--- src/common/rv32i_types_pkg.sv ---
// ################################################
// Base RV32I types shared by every block of the
// custom-instruction manager. Import it wherever a
// data word, register index or instruction field is used.
// ################################################

package rv32i_types_pkg;

  localparam int unsigned WORD_W   = 32; // width of one data word.
  localparam int unsigned REGSEL_W = 5;  // 32 architectural registers.

  typedef logic [WORD_W-1:0]   word_t;   // data word and raw instruction.
  typedef logic [REGSEL_W-1:0] regsel_t; // register file index.
  typedef logic [6:0]          opcode_t; // major opcode field.
  typedef logic [2:0]          funct3_t; // minor function field.
  typedef logic [6:0]          funct7_t; // upper function field of R-type words.

  // R-type view of an instruction word, listed from the most significant bit down.
  // Both custom opcodes use this layout, so the extensions decode through it.
  typedef struct packed {
    funct7_t funct7; // unused by the present extensions.
    regsel_t rs2;    // second source index.
    regsel_t rs1;    // first source index.
    funct3_t funct3; // selects the operation inside an extension.
    regsel_t rd;     // destination index.
    opcode_t opcode; // selects the extension.
  } rtype_t;

endpackage

--- src/common/ext_mgmt_pkg.sv ---
// ################################################
// Request, claim and result types of the extension
// manager, with cause codes and opcode constants.
// Shared by the arbiter, both extensions and the testbench.
// ################################################

package ext_mgmt_pkg;

  import rv32i_types_pkg::*;

  typedef logic [1:0] ext_cause_t; // exception cause reported to the core.
  typedef logic       ext_idx_t;   // index of one extension.
  typedef logic [1:0] ext_vec_t;   // one bit per extension, indexed by ext_idx_t.

  localparam ext_idx_t EXT_BC  = 1'b0; // bit-count extension slot.
  localparam ext_idx_t EXT_MAC = 1'b1; // multiply-accumulate extension slot.

  // cause values equal the extension index, except for the unclaimed case.
  localparam ext_cause_t CAUSE_BC   = 2'd0; // illegal bit-count funct3.
  localparam ext_cause_t CAUSE_MAC  = 2'd1; // illegal multiply-accumulate funct3.
  localparam ext_cause_t CAUSE_NONE = 2'd3; // no extension claimed the word.

  localparam opcode_t OPC_CUSTOM0 = 7'b0001011; // claimed by the bit-count unit.
  localparam opcode_t OPC_CUSTOM1 = 7'b0101011; // claimed by the MAC unit.

  typedef enum funct3_t {
    BC_POPCNT = 3'd0, // number of set bits.
    BC_CLZ    = 3'd1, // leading zeros, 32 for a zero operand.
    BC_CTZ    = 3'd2, // trailing zeros, 32 for a zero operand.
    BC_REV    = 3'd3  // bit 0 swaps with bit 31 and so on.
  } bc_op_t;

  typedef enum funct3_t {
    MAC_MUL = 3'd0, // low word of rs1 * rs2.
    MAC_ACC = 3'd1, // accumulator += rs1 * rs2.
    MAC_CLR = 3'd2  // read and clear the accumulator.
  } mac_op_t;

  typedef struct packed {
    word_t insn;     // instruction word as fetched.
    word_t rs1_data; // first operand, already read by the core.
    word_t rs2_data; // second operand.
  } ext_req_t;

  typedef struct packed {
    logic    done;      // single-cycle pulse when the answer is valid.
    logic    exception; // the extension rejected the funct3.
    logic    reg_w;     // write rd with wdata.
    regsel_t rd;        // destination index.
    word_t   wdata;     // value to write.
  } ext_resp_t;

  typedef struct packed {
    regsel_t    rd;        // destination index.
    word_t      wdata;     // zero when exception is set.
    logic       reg_w;     // set only without exception and for rd other than x0.
    logic       exception; // instruction failed.
    ext_cause_t ex_cause;  // names the responsible extension.
  } ext_result_t;

endpackage

--- src/ext_bitcount.sv ---
// ################################################
// Custom-0 extension with population count, leading and
// trailing zero count and bit reverse of rs1. It claims
// by opcode and answers one cycle after start.
// ################################################

`timescale 1ns/1ps

module ext_bitcount import rv32i_types_pkg::*, ext_mgmt_pkg::*; (
  input  logic      CLK,
  input  logic      rst_n,
  input  ext_req_t  ext_req, // request held by the arbiter.
  output logic      claim,   // combinational opcode match.
  input  logic      start,   // one-cycle start pulse.
  output ext_resp_t resp     // registered answer.
);

  rtype_t insn_f;  // field view of the instruction.
  word_t  rs1;     // only rs1 is an operand here.
  word_t  popcnt;  // number of ones in rs1.
  word_t  lzcnt;   // leading zeros in rs1.
  word_t  tzcnt;   // trailing zeros in rs1.
  word_t  rev;     // rs1 with its bit order reversed.
  word_t  result;  // value selected by funct3.
  logic   illegal; // funct3 outside the four operations.

  assign insn_f = ext_req.insn;
  assign rs1    = ext_req.rs1_data;
  assign claim  = (insn_f.opcode == OPC_CUSTOM0);

  always_comb begin
    popcnt = '0;
    lzcnt  = word_t'(32); // stays 32 when rs1 is zero.
    tzcnt  = word_t'(32);
    for (int i = 0; i < 32; i++) begin
      popcnt = popcnt + word_t'(rs1[i]);
      if (rs1[i]) lzcnt = word_t'(31 - i); // the highest set bit is seen last.
      rev[31-i] = rs1[i];
    end
    for (int i = 31; i >= 0; i--) begin
      if (rs1[i]) tzcnt = word_t'(i); // the lowest set bit is seen last.
    end
  end

  always_comb begin
    illegal = 1'b0;
    case (bc_op_t'(insn_f.funct3))
      BC_POPCNT: result = popcnt;
      BC_CLZ:    result = lzcnt;
      BC_CTZ:    result = tzcnt;
      BC_REV:    result = rev;
      default: begin
        result  = '0; // an illegal operation writes nothing.
        illegal = 1'b1;
      end
    endcase
  end

  always_ff @(posedge CLK or negedge rst_n) begin
    if (!rst_n) begin
      resp <= '0;
    end else begin
      resp.done <= start; // done follows start by one cycle.
      if (start) begin
        resp.exception <= illegal;
        resp.reg_w     <= !illegal && (insn_f.rd != '0);
        resp.rd        <= insn_f.rd;
        resp.wdata     <= result;
      end
    end
  end

endmodule

--- src/ext_mac.sv ---
// ################################################
// Custom-1 extension with a shift-add multiplier and a
// 32-bit accumulator. A multiply answers 32/MUL_STEP_BITS+1
// cycles after start, a clear or illegal op after one.
// ################################################

`timescale 1ns/1ps

module ext_mac import rv32i_types_pkg::*, ext_mgmt_pkg::*; #(
  parameter int unsigned MUL_STEP_BITS = 4 // multiplier bits handled per cycle.
) (
  input  logic      CLK,
  input  logic      rst_n,
  input  ext_req_t  ext_req, // request held by the arbiter.
  output logic      claim,   // combinational opcode match.
  input  logic      start,   // one-cycle start pulse.
  output ext_resp_t resp     // registered answer.
);

  localparam int unsigned STEPS = 32 / MUL_STEP_BITS; // cycles of the multiply phase.
  localparam int unsigned CNT_W = $clog2(STEPS);

  typedef enum logic {MAC_IDLE, MAC_BUSY} mac_state_t;

  if (!(MUL_STEP_BITS inside {1, 2, 4, 8})) begin : g_bad_step
    $error("MUL_STEP_BITS must be 1, 2, 4 or 8.");
  end

  mac_state_t       state_q;   // idle or multiplying.
  logic [CNT_W-1:0] cnt_q;     // steps already done.
  word_t            acc_q;     // architectural accumulator.
  word_t            mcand_q;   // multiplicand, shifted left each step.
  word_t            mplier_q;  // multiplier, shifted right each step.
  word_t            prod_q;    // partial product, low word only.
  word_t            prod_next; // partial product after this step.
  word_t            acc_sum;   // accumulator plus the finished product.
  mac_op_t          op;        // decoded funct3 of the request.
  mac_op_t          op_q;      // operation of the running multiply.
  regsel_t          rd_q;      // destination of the running multiply.
  rtype_t           insn_f;    // field view of the instruction.
  logic             legal;     // funct3 names a MAC operation.

  assign insn_f = ext_req.insn;
  assign claim  = (insn_f.opcode == OPC_CUSTOM1);
  assign op     = mac_op_t'(insn_f.funct3);

  always_comb begin
    case (op)
      MAC_MUL, MAC_ACC, MAC_CLR: legal = 1'b1;
      default:                   legal = 1'b0;
    endcase
  end

  // adds MUL_STEP_BITS shifted copies of the multiplicand per cycle.
  always_comb begin
    prod_next = prod_q;
    for (int b = 0; b < MUL_STEP_BITS; b++) begin
      if (mplier_q[b]) prod_next = prod_next + (mcand_q << b);
    end
  end

  assign acc_sum = acc_q + prod_next;

  always_ff @(posedge CLK or negedge rst_n) begin
    if (!rst_n) begin
      state_q <= MAC_IDLE;
      cnt_q   <= '0;
      acc_q   <= '0;
      resp    <= '0;
    end else begin
      resp.done <= 1'b0; // done is a single-cycle pulse.
      case (state_q)
        MAC_IDLE: begin
          if (start && !legal) begin
            resp.done      <= 1'b1; // rejected at once while the accumulator stays untouched.
            resp.exception <= 1'b1;
            resp.reg_w     <= 1'b0;
            resp.rd        <= insn_f.rd;
            resp.wdata     <= '0;
          end else if (start && op == MAC_CLR) begin
            resp.done      <= 1'b1; // returns the old sum in one cycle.
            resp.exception <= 1'b0;
            resp.reg_w     <= (insn_f.rd != '0);
            resp.rd        <= insn_f.rd;
            resp.wdata     <= acc_q;
            acc_q          <= '0;
          end else if (start) begin
            state_q <= MAC_BUSY;
            cnt_q   <= '0;
          end
        end
        MAC_BUSY: begin
          cnt_q <= cnt_q + 1'b1;
          if (cnt_q == CNT_W'(STEPS - 1)) begin
            state_q        <= MAC_IDLE; // the last step completes here.
            resp.done      <= 1'b1;
            resp.exception <= 1'b0;
            resp.reg_w     <= (rd_q != '0);
            resp.rd        <= rd_q;
            if (op_q == MAC_ACC) begin
              acc_q      <= acc_sum;
              resp.wdata <= acc_sum;
            end else begin
              resp.wdata <= prod_next;
            end
          end
        end
        default: state_q <= MAC_IDLE;
      endcase
    end
  end

  always_ff @(posedge CLK) begin
    if (state_q == MAC_IDLE && start) begin
      mcand_q  <= ext_req.rs1_data;
      mplier_q <= ext_req.rs2_data;
      prod_q   <= '0;
      op_q     <= op;
      rd_q     <= insn_f.rd;
    end else if (state_q == MAC_BUSY) begin
      mcand_q  <= mcand_q << MUL_STEP_BITS;
      mplier_q <= mplier_q >> MUL_STEP_BITS;
      prod_q   <= prod_next;
    end
  end

endmodule

--- src/ext_mgmt/ext_arbiter.sv ---
// ################################################
// Arbiter of the extension manager. It accepts one request,
// starts the claiming extension, turns the answer into one
// writeback record and holds it until the core takes it.
// ################################################

`timescale 1ns/1ps

module ext_arbiter import rv32i_types_pkg::*, ext_mgmt_pkg::*; (
  input  logic        CLK,
  input  logic        rst_n,
  input  ext_req_t    req,
  input  logic        req_valid,
  output logic        req_ready,
  output ext_result_t res,
  output logic        res_valid,
  input  logic        res_ready,
  output ext_req_t    ext_req,
  input  logic        bc_claim,
  input  logic        mac_claim,
  output logic        bc_start,
  output logic        mac_start,
  input  ext_resp_t   bc_resp,
  input  ext_resp_t   mac_resp
);

  typedef enum logic [1:0] {IDLE, WAIT_EXT, HOLD_RES} arb_state_t;

  arb_state_t        state_q, state_d; // sequencing of one instruction.
  ext_req_t          req_q;            // request held for the whole transaction.
  logic              start_pend_q;     // first cycle after acceptance.
  ext_result_t       res_q, res_d;     // result register toward the core.
  ext_vec_t          tokens;           // one claim token per extension.
  ext_vec_t          start_vec;        // start pulses, one per extension.
  logic              ext_is_active;    // at least one extension claimed.
  ext_idx_t          active_ext;       // highest claiming index.
  ext_resp_t [1:0]   resps;            // answers, indexed like tokens.
  ext_resp_t         act_resp;         // answer of the active extension.
  rtype_t            insn_f;           // field view of the held instruction.
  logic              accept;           // request handshake on this edge.

  assign req_ready = (state_q == IDLE);     // busy from acceptance to result handshake.
  assign res_valid = (state_q == HOLD_RES);
  assign res       = res_q;
  assign accept    = req_valid && req_ready;
  assign ext_req   = req_q;                 // claims are decoded from the held word.
  assign insn_f    = req_q.insn;

  assign tokens[EXT_BC]  = bc_claim;
  assign tokens[EXT_MAC] = mac_claim;
  assign ext_is_active   = |tokens;

  // later indices win, so the highest claiming extension is active.
  always_comb begin
    active_ext = EXT_BC;
    for (int i = 0; i < $bits(ext_vec_t); i++) begin
      if (tokens[i]) active_ext = ext_idx_t'(i);
    end
  end

  assign resps[EXT_BC]  = bc_resp;
  assign resps[EXT_MAC] = mac_resp;
  assign act_resp       = resps[active_ext];

  always_comb begin
    start_vec = '0;
    if (state_q == WAIT_EXT && start_pend_q && ext_is_active) begin
      start_vec[active_ext] = 1'b1; // only the active extension is started.
    end
  end

  assign bc_start  = start_vec[EXT_BC];
  assign mac_start = start_vec[EXT_MAC];

  always_comb begin
    state_d = state_q;
    res_d   = res_q;
    case (state_q)
      IDLE: begin
        if (accept) state_d = WAIT_EXT;
      end
      WAIT_EXT: begin
        if (start_pend_q && !ext_is_active) begin
          res_d.rd        = insn_f.rd; // nobody claimed, so the arbiter answers itself.
          res_d.wdata     = '0;
          res_d.reg_w     = 1'b0;
          res_d.exception = 1'b1;
          res_d.ex_cause  = CAUSE_NONE;
          state_d         = HOLD_RES;
        end else if (!start_pend_q && act_resp.done) begin
          res_d.rd        = act_resp.rd;
          res_d.wdata     = act_resp.exception ? '0 : act_resp.wdata;
          res_d.reg_w     = act_resp.reg_w && !act_resp.exception && (act_resp.rd != '0);
          res_d.exception = act_resp.exception;
          res_d.ex_cause  = ext_cause_t'(active_ext); // cause is the extension index.
          state_d         = HOLD_RES;
        end
      end
      HOLD_RES: begin
        if (res_ready) state_d = IDLE; // result taken, ready for the next request.
      end
      default: state_d = IDLE;
    endcase
  end

  always_ff @(posedge CLK or negedge rst_n) begin
    if (!rst_n) begin
      state_q      <= IDLE;
      start_pend_q <= 1'b0;
    end else begin
      state_q      <= state_d;
      start_pend_q <= accept; // high for exactly one cycle after acceptance.
    end
  end

  always_ff @(posedge CLK) begin
    if (accept) req_q <= req;
    res_q <= res_d;
  end

endmodule

--- src/ext_mgmt/ext_mgmt.sv ---
// ################################################
// Top level of the custom-instruction manager. The core
// hands one instruction with its operands over the request
// channel and receives one writeback record per request.
// ################################################

`timescale 1ns/1ps

module ext_mgmt import ext_mgmt_pkg::*; #(
  parameter int unsigned MUL_STEP_BITS = 4 // multiplier bits retired per cycle in ext_mac.
) (
  input  logic        CLK,       // core clock.
  input  logic        rst_n,     // asynchronous reset, active low.
  input  ext_req_t    req,       // instruction and operands from the core.
  input  logic        req_valid, // core offers req.
  output logic        req_ready, // manager is idle and takes req.
  output ext_result_t res,       // writeback record for the core.
  output logic        res_valid, // res is valid and held.
  input  logic        res_ready  // core takes res.
);

  ext_req_t  ext_req;   // accepted request, broadcast to every extension.
  logic      bc_claim;  // bit-count unit decodes ext_req as its own.
  logic      mac_claim; // MAC unit decodes ext_req as its own.
  logic      bc_start;  // one-cycle start pulse to the bit-count unit.
  logic      mac_start; // one-cycle start pulse to the MAC unit.
  ext_resp_t bc_resp;   // registered answer of the bit-count unit.
  ext_resp_t mac_resp;  // registered answer of the MAC unit.

  // the arbiter owns both core channels and sequences the extensions.
  ext_arbiter arbiter_i (
    .CLK       (CLK),
    .rst_n     (rst_n),
    .req       (req),
    .req_valid (req_valid),
    .req_ready (req_ready),
    .res       (res),
    .res_valid (res_valid),
    .res_ready (res_ready),
    .ext_req   (ext_req),
    .bc_claim  (bc_claim),
    .mac_claim (mac_claim),
    .bc_start  (bc_start),
    .mac_start (mac_start),
    .bc_resp   (bc_resp),
    .mac_resp  (mac_resp)
  );

  // custom-0 decoder, answers one cycle after start.
  ext_bitcount bitcount_i (
    .CLK     (CLK),
    .rst_n   (rst_n),
    .ext_req (ext_req),
    .claim   (bc_claim),
    .start   (bc_start),
    .resp    (bc_resp)
  );

  // custom-1 decoder with its own accumulator.
  ext_mac #(
    .MUL_STEP_BITS (MUL_STEP_BITS)
  ) mac_i (
    .CLK     (CLK),
    .rst_n   (rst_n),
    .ext_req (ext_req),
    .claim   (mac_claim),
    .start   (mac_start),
    .resp    (mac_resp)
  );

endmodule

--- config.mk ---
export PLATFORM = sky130hd
export DESIGN_NAME = ext_mgmt
export DESIGN_NICKNAME = d
export VERILOG_FILES = /design/src/common/rv32i_types_pkg.sv /design/src/common/ext_mgmt_pkg.sv /design/src/ext_bitcount.sv /design/src/ext_mac.sv /design/src/ext_mgmt/ext_arbiter.sv /design/src/ext_mgmt/ext_mgmt.sv
export SDC_FILE = /design/constraint.sdc
export NUM_CORES = 1
export LEC_CHECK = 0
export BUFFER_PORTS_ARGS = -buffer_cell sky130_fd_sc_hd__buf_2
export CORE_ASPECT_RATIO = 0.6
export CORE_MARGIN = 5
export CORE_UTILIZATION = 30
export DETAILED_ROUTE_END_ITERATION = 10
export SLEW_MARGIN = 20
export SYNTH_ARGS = -nofsm -noshare
export SYNTH_HDL_FRONTEND = slang
export SYNTH_SLANG_ARGS = --single-unit
--- constraint.sdc ---
create_clock -name CLK -period 21 [get_ports CLK]
set_input_delay 2.1 -clock CLK [delete_from_list [all_inputs] [get_ports CLK]]
set_output_delay 2.1 -clock CLK [all_outputs]
set_load 0.05 [all_outputs]
==> impl_metrics.env, run 1 <==
export IMPL_grt_overflow=0
export IMPL_syn_nets=2869
export IMPL_post_cts_buffers=0
export IMPL_synth_area_leaders="edfxtp_1 25%, dfrtp_1 13%, ha_1 8.9%"
export IMPL_ant_nets=0
export IMPL_ctsHtreeMaxLevel=1
export IMPL_synth_xor_area_share_pct=4.92
export IMPL_io_pins=143
export IMPL_core_area_um2=77100
export IMPL_avgSynthCellArea_um2=9.02
export IMPL_drive_gt1_share_pct=11.3
export IMPL_yosys_area_top_type_share_pct=24.8
export IMPL_drt_pre_antenna_iters=5
export IMPL_startpoint_type="flop"
export IMPL_drt_iter0_markers=2250
export IMPL_syn_inst=2575
export IMPL_path_max_fanout=6
export IMPL_fp_row_count=79
export IMPL_fmax_ghz=0.0852
export IMPL_clkSinkCount=343
export IMPL_finClkSkew_ps=30.1
export IMPL_dieArea_um2=83300
export IMPL_final_common_cell="nand2_1"
export IMPL_worstPathArrival_ps=12190
export IMPL_insertion_delay_ps=610
export IMPL_die_h_um=226
export IMPL_final_cell_area_um2=26100
export IMPL_synthAdderAreaFrac_pct=11.4
export IMPL_syn_to_final_growth_pct=12.2
export IMPL_antenna_found_initial=2
export IMPL_fin_ws_ps=9260
export IMPL_tightest_slew_ps=1110
export IMPL_fp_dieW_um=369
export IMPL_grt_setup_unrepaired="false"
export IMPL_cts_root_buf="clkbuf_16"
export IMPL_grt_pass1_wl_um=114000
export IMPL_cpMaxStageDelayCell="a31oi_1"
export IMPL_cts_tree="yes"
export IMPL_grt_max_degree=83
export IMPL_synth_edf_count=192
export IMPL_cp_required_ps=21440
export IMPL_synth_area_um2=23200
export IMPL_clk_path_buf_depth=3
export IMPL_path_clk_slew_ps=70
export IMPL_synthArstFlopShare_pct=34.7
export IMPL_synth_top_flop_cell="edfxtp_1"
export IMPL_vias=19800
export IMPL_yosysWarnings=0
export IMPL_synth_seq_cells=343
export IMPL_cts_buffers=30
export IMPL_ir_worst_vdd_mv=0.200
export IMPL_dpl_cell_area_um2=25100
export IMPL_cts_resized=0
export IMPL_maxSlewViolCount=0
export IMPL_place_ws_ps=9810
export IMPL_setup_viol=0
export IMPL_port_buffers=125
export IMPL_leakagePower_nw=11.6
export IMPL_maxCapViolations=0
export IMPL_finalHoldViolCount=0
export IMPL_pwr_density_cell_nw_per_um2=151
export IMPL_drcViolationCount=0
export IMPL_fin_crit_ps=11740
export IMPL_muxShareOfSynthArea_pct=3.13
export IMPL_grt_use_total_pct=17.7
export IMPL_yosysTopAreaCell="edfxtp_1"
export IMPL_place_gp_congestion=0.941
export IMPL_final_cell_mix="520 x nand2_1, 214 x a21oi_1, 192 x edfxtp_1"
export IMPL_initial_core_util_pct=30.1
export IMPL_synth_top_family_by_area="compound AO/OA/AOI/OAI gates"
export IMPL_critical_path_max_stage_delay_ps=610
export IMPL_wl_per_cell_um=20.4
export IMPL_finalCritPeriodShare_pct=55.9
export IMPL_viasPerCell=5.35
export IMPL_finalSetupTns_ps=0
export IMPL_hpwl_um=57900
export IMPL_synth_compound_area_share_pct=19.6
export IMPL_n_antenna_cell=0
export IMPL_final_nets=2964
export IMPL_synthSimpleGateAreaFrac_pct=17.0
export IMPL_hp_class="flop to flop"
export IMPL_wl_um=75600
export IMPL_ys_seq_area_share_pct=40.4
export IMPL_yosysUniqueCellTypes=91
export IMPL_grt_pass1_vias=18100
export IMPL_cp_end_kind="flop"
export IMPL_relSlewSlack_pct=26.2
export IMPL_hold_buffers=0
export IMPL_worstSetupPathType="flop to flop"
export IMPL_status="finished, final reports clean"
[state kept, by name (all words and copies together), names as in the netlist]
signal	flops
mac_i.cnt_q	3
arbiter_i.start_pend_q	1
arbiter_i.state_q	2
mac_i.op_q	3
mac_i.mcand_q	32
mac_i.mplier_q	32
arbiter_i.insn_f	15
arbiter_i.res	41
mac_i.prod_q	32
arbiter_i.ext_req	64
bitcount_i.resp	40
mac_i.resp	40
mac_i.rd_q	5
mac_i.acc_q	32
mac_i.state_q	1
[worst max-delay path: cells and delay by family (launching register included)]
family | cells | cell delay (ps)
AOI/OAI and AO/OA | 17 | 4600
adders and majority gates | 6 | 2230
and+or+nand+nor | 13 | 2110
muxes | 4 | 1130
xor gates and xnor gates | 6 | 830
DFF | 1 | 500
buffers and inverters | 2 | 160
[cell type report]
| cell class | count | area, um^2 |
|---|---|---|
| Clock inverter | 16 | 166 |
| Inverter | 127 | 477 |
| Timing Repair Buffer | 160 | 891 |
| Clock buffer | 40 | 851 |
| Multi-Input combinational cell | 2008 | 13000 |
| Tap cell | 1012 | 1270 |
| Fill cell | 7962 | 51000 |
| Sequential cell | 343 | 9380 |
[metrics by stage]
step | hold WS, ps | util (%) | power, mW | instances
after floorplan | 424 | - | 2.66 | 2575
after global placement | 451 | 32.5 | 3.25 | 3650
after detailed placement | 456 | 32.5 | 3.28 | 3650
after CTS | 472 | 33.8 | 3.89 | 3706
after global routing | 496 | 33.8 | 4.24 | 3706
final | 465 | 33.8 | 3.94 | 3706
[worst paths after layout]
| check | start | to | slack (ps) | cells past startpoint |
|---|---|---|---|---|
| max in group asynchronous | rst_n | mac_i.resp[12] | 18010 | 2 |
| min in group asynchronous | rst_n | mac_i.resp[16] | 1650 | 1 |
| hold reg to reg | bitcount_i.resp[16] | bitcount_i.resp[16] | 460 | 2 |
| hold / removal | bitcount_i.resp[16] | bitcount_i.resp[16] | 460 | 2 |
| setup reg to reg | mac_i.mcand_q[0] | mac_i.resp[31] | 9260 | 48 |
| setup / recovery | mac_i.mcand_q[0] | mac_i.resp[31] | 9260 | 48 |
[Yosys cell counts (all sizes together) (6+ instances only)]
cell	count
mux2i	9
and3	23
edfxtp	192
dfrtp	119
clkbuf	81
a221oi	8
nor3b	6
dfxtp	32
and2	11
or3	8
buf	16
a22o	10
nor2	155
a22oi	19
or2	6
nand3	61
xor2	45
nand2b	27
o31ai	17
nor3	25
a221o	7
fa	29
a21o	91
a31o	8
a41oi	6
o21a	20
a31oi	31
xnor2	82
a21oi	216
o211ai	19
nand4	12
mux2	56
nor2b	20
o22ai	18
nor4	12
o21bai	28
a211oi	14
inv	124
ha	165
nand2	522
o21ai	157
[report_power, final]
| part | internal [mW] | switching [mW] | total [mW] |
|---|---|---|---|
| Combinational | 0.989 | 1.47 | 2.46 |
| Clock | 0.323 | 0.269 | 0.592 |
| Sequential | 0.804 | 0.0811 | 0.885 |
[per-layer routing]
layer | GRT usage, % | wire (um)
met2 | 21.1 | 26100
met1 | 28.6 | 37800
met4 | 1.73 | 769
met3 | 8.48 | 11000
met5 | 0 | 13
[cells by family (layout without fill, tap and decap cells)]
kind of cell	after synthesis	in the layout
simple gates	909	909
compound gates	712	712
flops	343	343
buf+inv	224	343
fa+ha+maj	194	194
xor+xnor	128	128
mux	65	65
Note: power is estimated with default switching activity, not from simulation.
==> inputs of run 2 (changes only) <==
- ABC_AREA: default -> 1
- clock period: 21 -> 11.25 ns (I/O delays scaled with it)
==> impl_metrics.env, run 2 <==
export IMPL_r2r_cells=50
export IMPL_grtUsageMet3_pct=8.29
export IMPL_syn_to_final_growth_pct=11.5
export IMPL_relSlewSlack_pct=28.6
export IMPL_cts_buffers=31
export IMPL_hold_depth=2
export IMPL_path_max_fanout=5
export IMPL_cp_required_ps=11720
export IMPL_yosysWarnings=0
export IMPL_ir_worst_vdd_mv=0.359
export IMPL_grt_overflow=0
export IMPL_final_nets=3569
export IMPL_p_sw_mw=2.21
export IMPL_synth_xor_area_share_pct=2.98
export IMPL_clk_path_buf_depth=3
export IMPL_maxCapViolations=0
export IMPL_vias=22500
export IMPL_leakagePower_nw=12.7
export IMPL_drt_iter0_markers=2642
export IMPL_swShare_pct=43.6
export IMPL_maxSlewViolCount=0
export IMPL_grt_max_degree=68
export IMPL_synth_top_family_by_area="simple AND/OR/NAND/NOR gates"
export IMPL_synth_top_flop_cell="edfxtp_1"
export IMPL_setup_viol=0
export IMPL_synth_common_cells="894 x nand2_1, 346 x inv_1, 232 x a21oi_1"
export IMPL_ctsHtreeMaxLevel=1
export IMPL_post_cts_buffers=0
export IMPL_fmax_ghz=0.0980
export IMPL_core_area_um2=81600
export IMPL_p_int_mw=2.85
export IMPL_yosysUniqueCellTypes=72
export IMPL_synth_area_leaders="edfxtp_1 23%, nand2_1 14%, dfrtp_1 12%"
export IMPL_critical_path_max_stage_delay_ps=550
export IMPL_synth_seq_cells=343
export IMPL_muxShareOfSynthArea_pct=0.248
export IMPL_antenna_found_initial=4
export IMPL_die_h_um=232
export IMPL_crit_path_frequent_cell="nand2_1"
export IMPL_hpwl_um=70500
export IMPL_r2r_slack_ps=1050
export IMPL_seq_power_share_pct=31.3
export IMPL_power_share_combinational_pct=47.4
export IMPL_clkSinkCount=343
export IMPL_num_fill_cells=8591
export IMPL_grt_use_total_pct=19.3
export IMPL_hold_buffers=0
export IMPL_drcViolationCount=0
export IMPL_insertion_delay_ps=620
export IMPL_synth_compound_area_share_pct=16.2
export IMPL_cts_tree="yes"
export IMPL_synthArstFlopShare_pct=34.7
export IMPL_grtUsageMet2_pct=22.7
export IMPL_pwr_density_cell_nw_per_um2=184
export IMPL_viasPerCell=5.14
export IMPL_status="finished, final reports clean"
export IMPL_synth_area_um2=24700
export IMPL_startpoint_type="flop"
export IMPL_worstPathArrival_ps=10670
export IMPL_pwr_share_clk_pct=21.3
export IMPL_hp_class="flop to flop"
export IMPL_fp_dieW_um=381
export IMPL_port_buffers=125
export IMPL_final_cells=4381
export IMPL_fin_crit_ps=10200
export IMPL_drt_pre_antenna_iters=5
export IMPL_ys_seq_area_share_pct=38.0
export IMPL_grt_pass1_wl_um=131000
export IMPL_drive_gt1_share_pct=10.8
export IMPL_ant_nets=0
export IMPL_finalCritPeriodShare_pct=90.7
export IMPL_dieArea_um2=88400
export IMPL_path_clk_slew_ps=70
export IMPL_synthSimpleGateAreaFrac_pct=24.9
export IMPL_busiest_layer="met1"
export IMPL_final_common_cell="nand2_1"
export IMPL_worstSetupPathType="flop to flop"
export IMPL_yosysTopAreaCell="edfxtp_1"
export IMPL_finClkSkew_ps=30.3
export IMPL_place_gp_congestion=0.984
export IMPL_dp_cells=4321
export IMPL_avgSynthCellArea_um2=7.80
export IMPL_cts_resized=0
export IMPL_syn_nets=3461
export IMPL_grt_pass1_vias=20500
export IMPL_cp_end_kind="flop"
export IMPL_initial_core_util_pct=30.3
export IMPL_syn_inst=3167
export IMPL_synthAdderAreaFrac_pct=10.7
export IMPL_finalSetupTns_ps=0
export IMPL_cpMaxStageDelayCell="o21ai_0"
export IMPL_use_met1_pct=31.3
export IMPL_wl_per_cell_um=20.1
export IMPL_final_cell_mix="893 x nand2_1, 345 x inv_1, 232 x a21oi_1"
export IMPL_yosys_area_top_type_share_pct=23.3
export IMPL_fp_row_count=81
export IMPL_wl_um=88000
export IMPL_synth_edf_count=192
export IMPL_io_pins=143
export IMPL_largest_reg_flops=64
export IMPL_grt_setup_unrepaired="false"
export IMPL_synthMostInstantiatedCell="nand2_1"
export IMPL_tightest_slew_ps=1070
export IMPL_finalHoldViolCount=0
export IMPL_cts_root_buf="clkbuf_16"
==> run 2: cell types whose count changed after synthesis, sizes merged, moves of 26 or more <==
cell,change
nand2,+388
inv,+234
nand3,+107
o21ai,+76
a21o,-74
nor2,+62
mux2,-55
xnor2,-48
clkbuf,-37
a21oi,+35
nand2b,-27
or2,+26
==> run 2: layout make-up <==
class	count	area, um^2	area share (%)
antenna	2	5.00	0.0182
clock buffer	34	787	2.86
clock inverter	24	183	0.663
inverter	359	1350	4.89
multi-input combinational	2385	13600	49.5
sequential	343	9380	34.1
tap	1079	1350	4.90
timing repair buffer	155	866	3.14
==> run 2: path summary, 6_finish.rpt <==
check | start | to
min in group asynchronous | rst_n | mac_i.resp[7]
worst max register to register | mac_i.mcand_q[0] | mac_i.resp[28]
worst min-delay path | mac_i.prod_q[2] | mac_i.prod_q[2]
max in group asynchronous | rst_n | bitcount_i.resp[28]
worst max-delay path | mac_i.mcand_q[0] | mac_i.resp[28]
worst min register to register | mac_i.prod_q[2] | mac_i.prod_q[2]
==> run 2: stage by stage <==
step	hold slack (ps)	util, %	instance area (um^2)	power (mW)	setup slack [ps]
2_1_floorplan	442	-	24700	3.24	3660
3_3_place_gp	465	32.5	26600	3.92	1580
3_5_place_dp	464	32.6	26600	3.92	1530
4_1_cts	474	33.8	27500	5.00	1490
5_1_grt	478	33.8	27500	5.40	458
6_report	475	33.8	27600	5.06	1050
==> run 2: critical path: cells and delay by family (launching register included) <==
kind,cells,cell delay (ps)
DFF,1,490
and+or+nand+nor,20,2910
buffers and inverters,5,410
adders and majority gates,6,2210
AOI/OAI and AO/OA,15,3510
xor gates and xnor gates,4,490
==> run 2: routing by layer <==
metal  vias up  share of wire (%)
met2      1006                 33
met3        86                 14
li1      10900                  -
met1     10500                 51
met4         2                1.6
met5         -               0.21
==> run 2: power groups by stage <==
| stage | Combinational (mW) | Clock [mW] | Sequential (mW) |
|---|---|---|---|
| after global placement | 2.31 | 0 | 1.61 |
| after detailed placement | 2.32 | 0 | 1.61 |
| final | 2.40 | 1.08 | 1.58 |
| after floorplan | 1.47 | 0 | 1.76 |
| after CTS | 2.33 | 1.09 | 1.58 |
| after global routing | 2.66 | 1.14 | 1.60 |
==> run 2: logic make-up after synthesis <==
kind of cell | count (synthesis)
flip-flops | 343
adder cells (fa/ha/maj) | 194
multiplexers | 6
AO/OA/AOI/OAI | 665
AND/OR/NAND/NOR | 1436
XOR/XNOR | 84
buffers and inverters | 439
